### config.mk
export PLATFORM = sky130hd
export DESIGN_NAME = rvHazard
export DESIGN_NICKNAME = d
export VERILOG_FILES = /design/src/hw/rvPkg.sv /design/src/hw/rvHazard.sv
export SDC_FILE = /design/constraint.sdc
export NUM_CORES = 1
export LEC_CHECK = 0
export BUFFER_PORTS_ARGS = -buffer_cell sky130_fd_sc_hd__buf_2
export CORE_AREA = 2 2 39 41
export DETAILED_ROUTE_END_ITERATION = 7
export DIE_AREA = 0 0 41 43
export PLACE_DENSITY = 0.77
export REMOVE_ABC_BUFFERS = 1
export SLEW_MARGIN = 15
export SYNTH_ARGS = -nofsm -noshare
export SYNTH_HDL_FRONTEND = slang
export SYNTH_SLANG_ARGS = --single-unit
### constraint.sdc
create_clock -name vclk -period 3.37
set_clock_uncertainty 0.2 [all_clocks]
set_input_delay 0.8425 -clock vclk [all_inputs]
set_output_delay 0.8425 -clock vclk [all_outputs]
set_load 0.01 [all_outputs]
### src/hw/rvPkg.sv
/*
 * rv32i pipeline shared definitions
 * widths, opcodes and funct3 codes of the supported subset,
 * ALU, immediate, result and forwarding select encodings,
 * and the instruction word with its R/I/S/B/J views
 */
`default_nettype none

package rvPkg;

   localparam int xlen         = 32; // data and address width
   localparam int regAddrWidth = 5;  // register index width

   // major opcodes of the supported instructions
   localparam logic [6:0] opLoad   = 7'b0000011; // lw
   localparam logic [6:0] opStore  = 7'b0100011; // sw
   localparam logic [6:0] opRtype  = 7'b0110011; // add sub and or slt
   localparam logic [6:0] opItype  = 7'b0010011; // addi andi ori slti
   localparam logic [6:0] opBranch = 7'b1100011; // beq
   localparam logic [6:0] opJal    = 7'b1101111;

   // funct3 of the ALU operations, shared by R and I forms
   localparam logic [2:0] funct3Add = 3'b000; // also sub, told apart by funct7[5]
   localparam logic [2:0] funct3Slt = 3'b010;
   localparam logic [2:0] funct3Or  = 3'b110;
   localparam logic [2:0] funct3And = 3'b111;

   typedef enum logic [2:0] {aluAdd, aluSub, aluAnd, aluOr, aluSlt} aluOp;

   typedef enum logic [1:0] {immI, immS, immB, immJ} immSel;

   // writeback source: ALU, load data or link address
   typedef enum logic [1:0] {resAlu, resMem, resPc4} resultSel;

   // operand bypass source in execute
   typedef enum logic [1:0] {fwdNone, fwdWriteback, fwdMemory} fwdSel;

   typedef struct packed {
      logic [6:0] funct7;
      logic [4:0] rs2;
      logic [4:0] rs1;
      logic [2:0] funct3;
      logic [4:0] rd;
      logic [6:0] opcode;
   } rFormat;

   typedef struct packed {
      logic [11:0] imm;
      logic [4:0]  rs1;
      logic [2:0]  funct3;
      logic [4:0]  rd;
      logic [6:0]  opcode;
   } iFormat;

   typedef struct packed {
      logic [6:0] immHi; // offset[11:5]
      logic [4:0] rs2;   // store data
      logic [4:0] rs1;   // base
      logic [2:0] funct3;
      logic [4:0] immLo; // offset[4:0]
      logic [6:0] opcode;
   } sFormat;

   typedef struct packed {
      logic       imm12;
      logic [5:0] imm10to5;
      logic [4:0] rs2;
      logic [4:0] rs1;
      logic [2:0] funct3;
      logic [3:0] imm4to1;
      logic       imm11;
      logic [6:0] opcode;
   } bFormat;

   typedef struct packed {
      logic       imm20;
      logic [9:0] imm10to1;
      logic       imm11;
      logic [7:0] imm19to12;
      logic [4:0] rd;
      logic [6:0] opcode;
   } jFormat;

   // one word, five decodings
   typedef union packed {
      rFormat r;
      iFormat i;
      sFormat s;
      bFormat b;
      jFormat j;
   } instrWord;

endpackage

`default_nettype wire
### src/hw/rvHazard.sv
/*
 * hazard unit
 * bypass selects for execute, one-cycle load-use stall, and the
 * decode/execute flushes behind a taken branch or jal
 */
`default_nettype none
`timescale 1ns/10ps

module rvHazard (
   input  wire logic [rvPkg::regAddrWidth-1:0] rs1D, rs2D, rs1E, rs2E,
   input  wire logic [rvPkg::regAddrWidth-1:0] rdE, rdM, rdW,
   input  wire logic                           loadE,
   input  wire logic                           pcSrcE,
   input  wire logic                           regWriteM,
   input  wire logic                           regWriteW,
   output rvPkg::fwdSel                        fwdAE,
   output rvPkg::fwdSel                        fwdBE,
   output logic                                stallF,
   output logic                                stallD,
   output logic                                flushD,
   output logic                                flushE
);

   logic loadStall;

   // memory stage is younger, so it wins over writeback
   always_comb begin
      fwdAE = rvPkg::fwdNone;
      fwdBE = rvPkg::fwdNone;
      if (rs1E != '0) begin
         if (regWriteM && rs1E == rdM)
            fwdAE = rvPkg::fwdMemory;
         else if (regWriteW && rs1E == rdW)
            fwdAE = rvPkg::fwdWriteback;
      end
      if (rs2E != '0) begin
         if (regWriteM && rs2E == rdM)
            fwdBE = rvPkg::fwdMemory;
         else if (regWriteW && rs2E == rdW)
            fwdBE = rvPkg::fwdWriteback;
      end
   end

   // load data exists only after memory, hold the consumer one cycle
   assign loadStall = loadE && (rdE != '0) && (rdE == rs1D || rdE == rs2D);

   assign stallF = loadStall;
   assign stallD = loadStall;
   assign flushD = pcSrcE;                 // kill the two younger fetches
   assign flushE = loadStall | pcSrcE;     // bubble or kill

   // execute holds either a load or a branch/jal, never both
   always_comb begin
      assert (!(stallD && flushD))
         else $error("decode stalled and flushed in the same cycle");
   end

endmodule

`default_nettype wire

==> results.txt, run 1 <==
----------------------------------------------------
[Outcome]
  Status ... completed

[STA]
  Final number of max-transition violations ... 0
  Sum of negative setup slack ... 0 ns
  Setup repair after global routing missed its margin ... false
  Min cycle time layout ... 2.93 ns
  Total setup violations reported at the end of the flow ... 0
  Highest clock frequency the design can meet ... 0.341 GHz
  Final clock period utilization by the worst path ... 86.9%
  Worst Max-Slew Pin Slew ... 0.530 ns
  Worst slew slack as a fraction of its limit ... 64.4%
  Total count of hold-check failures in the final report ... 0

[Synthesis]
  Biggest area consumer among synthesized cells ... sky130_fd_sc_hd__xor2_1
  Part of the Yosys area used for sequential elements ... 0%
  Leading post-synthesis cells by cell area ... sky130_fd_sc_hd__xor2_1 (45%), sky130_fd_sc_hd__xnor2_1 (12%), sky130_fd_sc_hd__nor3_1 (11%)
  Count leader, synth ... sky130_fd_sc_hd__xor2_1
  Post-synthesis xor/xnor area fraction ... 57.6%
  Post-Synthesis Cell Area ... 425 um^2
  Yosys top cell area share ... 45.3%
  Distinct cell type count after synthesis ... 17
  Mux contribution to synthesized area ... 0%
  Number of warnings printed during yosys synthesis ... 0
  Largest family of logic cells by synthesized area ... XOR/XNOR gates
  Mean Syn Cell Area ... 7.21 um^2
  Fraction of the mapped netlist area in adder cells ... 0%
  Post-synthesis instance total ... 59
  Fraction of the mapped netlist area in compound gates ... 12.4%
  Simple-gate area share of the yosys netlist ... 24.7%
  Post-synth top cells ... sky130_fd_sc_hd__xor2_1 (22), sky130_fd_sc_hd__nor3_1 (9), sky130_fd_sc_hd__xnor2_1 (6), sky130_fd_sc_hd__nor2_1 (3), sky130_fd_sc_hd__nor4_1 (3)

[Min path]
  HP Class ... in -> out

[Detailed routing]
  Final WL ... 1280 um
  Length of the first detailed-routing pass in iterations ... 3
  Remaining design rule violation count ... 0
  Via count ... 577
  Vias per cell ... 4.81
  Initial drt markers ... 1
  ANT nets after route ... 0
  WL/cell ... 10.7 um

[Global route]
  Total grt overflow ... 0
  Antenna violations before repair ... 0
  GRT Overall Usage ... 15.9%
  First-pass GRT wire length ... 2070 um
  Pin count of the biggest net entering global routing ... 5
  Via count of the first global-routing pass ... 596

[Pwr]
  Design Power ... 76.2 uW
  Peak ir drop on the vdd network ... 0.0448 mV
  Sw Share ... 48.6%
  Share of power burned in the clock network ... 0%
  Internal power ... 39.1 uW
  Part of the power in registers ... 0%
  Switching power summed over all nets ... 37.0 uW
  Proportion of power drawn by combinational gates ... 100.0%
  Leak Pwr ... 0.349 nW
  Power density over the cells ... 114 nW/um^2

[Worst setup path]
  CP Data Arrival Time ... 1.89 ns
  Type of destination of the critical path ... primary output
  Top fanout value on the critical path ... 3
  Kind of critical path ... in -> out
  Startpoint class of the critical path ... input port
  Worst-path cell with the longest stage delay ... sky130_fd_sc_hd__nor4_1
  Slowest cell delay on critical path ... 0.51 ns
  Required arrival time at the worst endpoint ... 2.33 ns
  Crit path cell chain ... buf_2 > nor4_1 > nor3_1 > a21oi_1 > nor3_1 > buf_2

[Placed design]
  Estimated wirelength of the detail-placed design ... 1240 um
  Placer congestion estimate ... 0.730
  Port bufs ... 47

[Final layout]
  Antenna Diode Count ... 0
  Sequential cell count ... 0
  Net total in the final layout ... 145
  Area growth from synthesis to layout ... 56.5%
  Fraction of layout instances using a drive strength above 1 ... 47.1%
  CLK BUF ... 0
  Area taken by flip-flops and latches ... 0 um^2

[Floorplan]
  Overall die width ... 41 um
  Initial standard-cell utilization of the core ... 30.7%
  Standard-cell rows ... 14
  Core area ... 1380 um^2
  Y dimension of the die ... 43 um
  I/O pin total ... 47
  Area of the die ... 1760 um^2

[CTS]
  Total setup buffers inserted after CTS ... 0
  Cts-stage hold buffer count ... 0
  Count of cells resized by post-cts repair ... 0

[Run]
  Number of max-cap violations ... 0

----------------------------------------------------
[power by group through the flow]
stage | clock [mW] | sequential [mW] | combinational [mW]
floorplan | 0 | 0 | 0.0341
global placement | 0 | 0 | 0.0750
detailed placement | 0 | 0 | 0.0769
CTS | 0 | 0 | 0.0772
global route | 0 | 0 | 0.0853
finish | 0 | 0 | 0.0762
[routing by layer]
metal / vias to the layer above / GRT usage [%] / part of all wire [%]
met5: - / 0 / 0
met4: 0 / 0 / 0
met3: 0 / 0.524 / 11
met2: 38 / 37.2 / 57
met1: 246 / 12.3 / 32
li1: 293 / - / -
[area by class of cell]
cell class | instances | area [um^2]
repair buffers | 47 | 235
fillers | 153 | 718
multi-input cells | 55 | 403
well taps | 16 | 20.0
inverters | 2 | 7.51
[cell usage in the layout, fill, tap and decap left out, types with 2 or more instances in the layout]
| cell | synthesis | final |
|---|---|---|
| sky130_fd_sc_hd__nor3_1 | 9 | 9 |
| sky130_fd_sc_hd__nand3_1 | 2 | 2 |
| sky130_fd_sc_hd__buf_2 | 0 | 47 |
| sky130_fd_sc_hd__nor4_1 | 3 | 3 |
| sky130_fd_sc_hd__inv_1 | 2 | 2 |
| sky130_fd_sc_hd__nor2_1 | 3 | 3 |
| sky130_fd_sc_hd__xnor2_1 | 6 | 6 |
| sky130_fd_sc_hd__xor2_1 | 22 | 22 |
| sky130_fd_sc_hd__a21oi_1 | 2 | 2 |
[through the flow]
step	cell area, um^2	utilization, %	hold WS [ns]	setup slack, ns	std cells
after global routing	666	48.1	1.69	0.329	120
final	666	48.1	1.68	0.441	120
after CTS	666	48.1	1.68	0.447	120
after global placement	666	48.1	1.68	0.483	120
after detailed placement	666	48.1	1.68	0.451	120
after floorplan	410	-	1.49	0.707	57
[cell families (layout without fill, tap and decap cells)]
kind of cell / count (synthesis) / count (layout)
compound gates: 7 / 7
xor+xnor: 28 / 28
buf+inv: 4 / 49
simple gates: 20 / 20
[path summary, 6_finish.rpt]
path	cells after the start	startpoint	endpoint	slack [ns]
worst max-delay path	6	rs1E[1]	fwdAE[0]	0.44
worst min-delay path	2	pcSrcE	flushD	1.68
[worst max-delay path: cells and delay by family]
family	cells	cell delay, ns
buf+inv	2	0.25
compound gates	1	0.13
simple gates	3	0.66
Note: power is estimated with default switching activity, not from simulation.
==> inputs of run 2 (changes only) <==
--- a/config.mk
+++ b/config.mk
@@ -9,6 +9,7 @@
 export CORE_AREA = 2 2 39 41
 export DETAILED_ROUTE_END_ITERATION = 7
 export DIE_AREA = 0 0 41 43
+export GPL_TIMING_DRIVEN = 0
 export PLACE_DENSITY = 0.77
 export REMOVE_ABC_BUFFERS = 1
 export SLEW_MARGIN = 15
==> run 2 against run 1 <==
Critical path depth fell by 1; total power down 0.66%; utilization did not move; global-route usage shrank 1.6 points; first-iteration DRC count did not move; non-clock buffer count is the same; design area unchanged; die area is the same; maximum frequency increased by 0.21%; routed wire length fell by 4.7%; flip-flop and latch count stayed put; worst hold slack better by 0.0052 ns; critical endpoint is now flushE.
==> results.txt, run 2 (same netlist as run 1, synthesis figures left out) <==
----------------------------------------------------
[Worst setup path]
  Kind of critical path ... in -> out
  Required arrival time at the worst endpoint ... 2.33 ns (about the same)
  Startpoint class of the critical path ... input port
  Crit-path leading delay family ... simple AND/OR/NAND/NOR gates
  Top fanout value on the critical path ... 3 (unchanged)
  Most frequent cell on the critical path ... sky130_fd_sc_hd__buf_2
  Worst path buffer plus inverter count ... 2 (unchanged)
  Slowest cell delay on critical path ... 0.53 ns (+0.02 ns)
  CP Data Arrival Time ... 1.88 ns (about the same)
  Type of destination of the critical path ... primary output
  Worst-path cell with the longest stage delay ... sky130_fd_sc_hd__or4_1
  Crit path cell chain ... buf_2 > or4_1 > o21ai_2 > o21bai_1 > buf_2

[Global route]
  Via count of the first global-routing pass ... 526 (-12%)
  GRT Overall Usage ... 14.3% (-1.6 points)
  First-pass GRT wire length ... 1830 um (-12%)
  Antenna violations before repair ... 0 (unchanged)
  Pin count of the biggest net entering global routing ... 5 (unchanged)
  Total grt overflow ... 0 (unchanged)

[Final layout]
  Fill cell instance count of the final layout ... 137 (-10%)
  Net total in the final layout ... 145 (unchanged)
  Area taken by flip-flops and latches ... 0 um^2 (unchanged)
  Most used cells in the layout excluding fill and tap cells ... sky130_fd_sc_hd__buf_2 (47), sky130_fd_sc_hd__xor2_1 (22), sky130_fd_sc_hd__nor3_1 (9)
  Antenna Diode Count ... 0 (unchanged)
  Sequential cell count ... 0 (unchanged)
  Fraction of layout instances using a drive strength above 1 ... 47.1% (unchanged)
  Area growth from synthesis to layout ... 56.5% (unchanged)
  CLK BUF ... 0 (unchanged)
  Final std cell area, no fill ... 666 um^2 (unchanged)
  Most common cell after layout, fill and taps aside ... sky130_fd_sc_hd__buf_2
  Filler-free cell count of the finished design ... 120 (unchanged)

[Placed design]
  Placer congestion estimate ... 0.698 (-4.4%)
  Placed instance count ... 120 (unchanged)
  Total placed instance area ... 666 um^2 (unchanged)
  Port bufs ... 47 (unchanged)
  Estimated wirelength of the detail-placed design ... 1170 um (-5.7%)

[Detailed routing]
  WL/cell ... 10.2 um (-4.7%)
  Final WL ... 1220 um (-4.7%)
  Length of the first detailed-routing pass in iterations ... 2 (-1)
  Initial drt markers ... 1 (unchanged)
  Remaining design rule violation count ... 0 (unchanged)
  ANT nets after route ... 0 (unchanged)
  Vias per cell ... 4.81 (unchanged)
  Via count ... 577 (unchanged)

[Pwr]
  Peak ir drop on the vdd network ... 0.0400 mV (-11%)
  Leak Pwr ... 0.349 nW (unchanged)
  Power density over the cells ... 114 nW/um^2 (-0.66%)

[Floorplan]
  Overall die width ... 41 um (unchanged)
  Y dimension of the die ... 43 um (unchanged)
  Area of the die ... 1760 um^2 (unchanged)
  Initial standard-cell utilization of the core ... 30.7% (unchanged)
  I/O pin total ... 47 (unchanged)
  Core area ... 1380 um^2 (unchanged)
  Standard-cell rows ... 14 (unchanged)

[Min path]
  Cell count of the worst hold path ... 2 (unchanged)
  Worst min-delay path endpoint ... flushD
  Worst hold start ... pcSrcE
  HP Class ... in -> out

[STA]
  Worst slew slack as a fraction of its limit ... 68.8% (+4.5 points)
  Final clock period utilization by the worst path ... 86.7% (-0.18 points)
  Highest clock frequency the design can meet ... 0.342 GHz (+0.21%)
  Min cycle time layout ... 2.92 ns (-0.00619 ns)
  Total count of hold-check failures in the final report ... 0 (unchanged)
  Worst Max-Slew Pin Slew ... 0.463 ns (-0.0665 ns)
  Final number of max-transition violations ... 0 (unchanged)
  Total setup violations reported at the end of the flow ... 0 (unchanged)
  Sum of negative setup slack ... 0 ns (unchanged)
  Setup repair after global routing missed its margin ... false

[CTS]
  Count of cells resized by post-cts repair ... 0 (unchanged)
  Total setup buffers inserted after CTS ... 0 (unchanged)
  Cts-stage hold buffer count ... 0 (unchanged)

[Outcome]
  Status ... completed

[Run]
  Number of max-cap violations ... 0 (unchanged)

----------------------------------------------------
run 2: cell counts in the layout (fill, tap and decap cells not counted):
Identical to the previous run, type by type.
run 2: worst max-delay path by stage:
stage,from,to,slack (ns),cells past startpoint
floorplan,rdM[1],fwdBE[1],0.71,4
global placement,rdE[1],flushE,0.47,5
detailed placement,rdE[1],flushE,0.44,5
CTS,rdE[1],flushE,0.44,5
global route,rs2E[3],fwdBE[1],0.34,6
finish,rdE[1],flushE,0.45,5
run 2: stage by stage:
stage / hold slack, ns / worst slack, ns / total power [mW] / util [%]
2_1_floorplan: 1.49 / 0.707 / 0.0341 / -
3_3_place_gp: 1.69 / 0.469 / 0.0746 / 48.1
3_5_place_dp: 1.69 / 0.441 / 0.0765 / 48.1
4_1_cts: 1.69 / 0.440 / 0.0767 / 48.1
5_1_grt: 1.69 / 0.340 / 0.0841 / 48.1
6_report: 1.69 / 0.448 / 0.0757 / 48.1
run 2: power breakdown:
group / internal [mW] / total [mW] / switching [mW] / leakage [nW]
sequential: 0 / 0 / 0 / 0
clock: 0 / 0 / 0 / 0
combinational: 0.0391 / 0.0757 / 0.0365 / 0.349
run 2: layout make-up:
| cell class | instances | area, um^2 | area share [%] |
|---|---|---|---|
| Inverter | 2 | 7.51 | 1.13 |
| Multi-Input combinational cell | 55 | 403 | 60.5 |
| Tap cell | 16 | 20.0 | 3.01 |
| Timing Repair Buffer | 47 | 235 | 35.3 |
run 2: routing by layer:
metal  wire (um)  GRT usage, %
met1         372          11.4
met2         693          33.4
met4           0             0
met5           0             0
met3         152             0
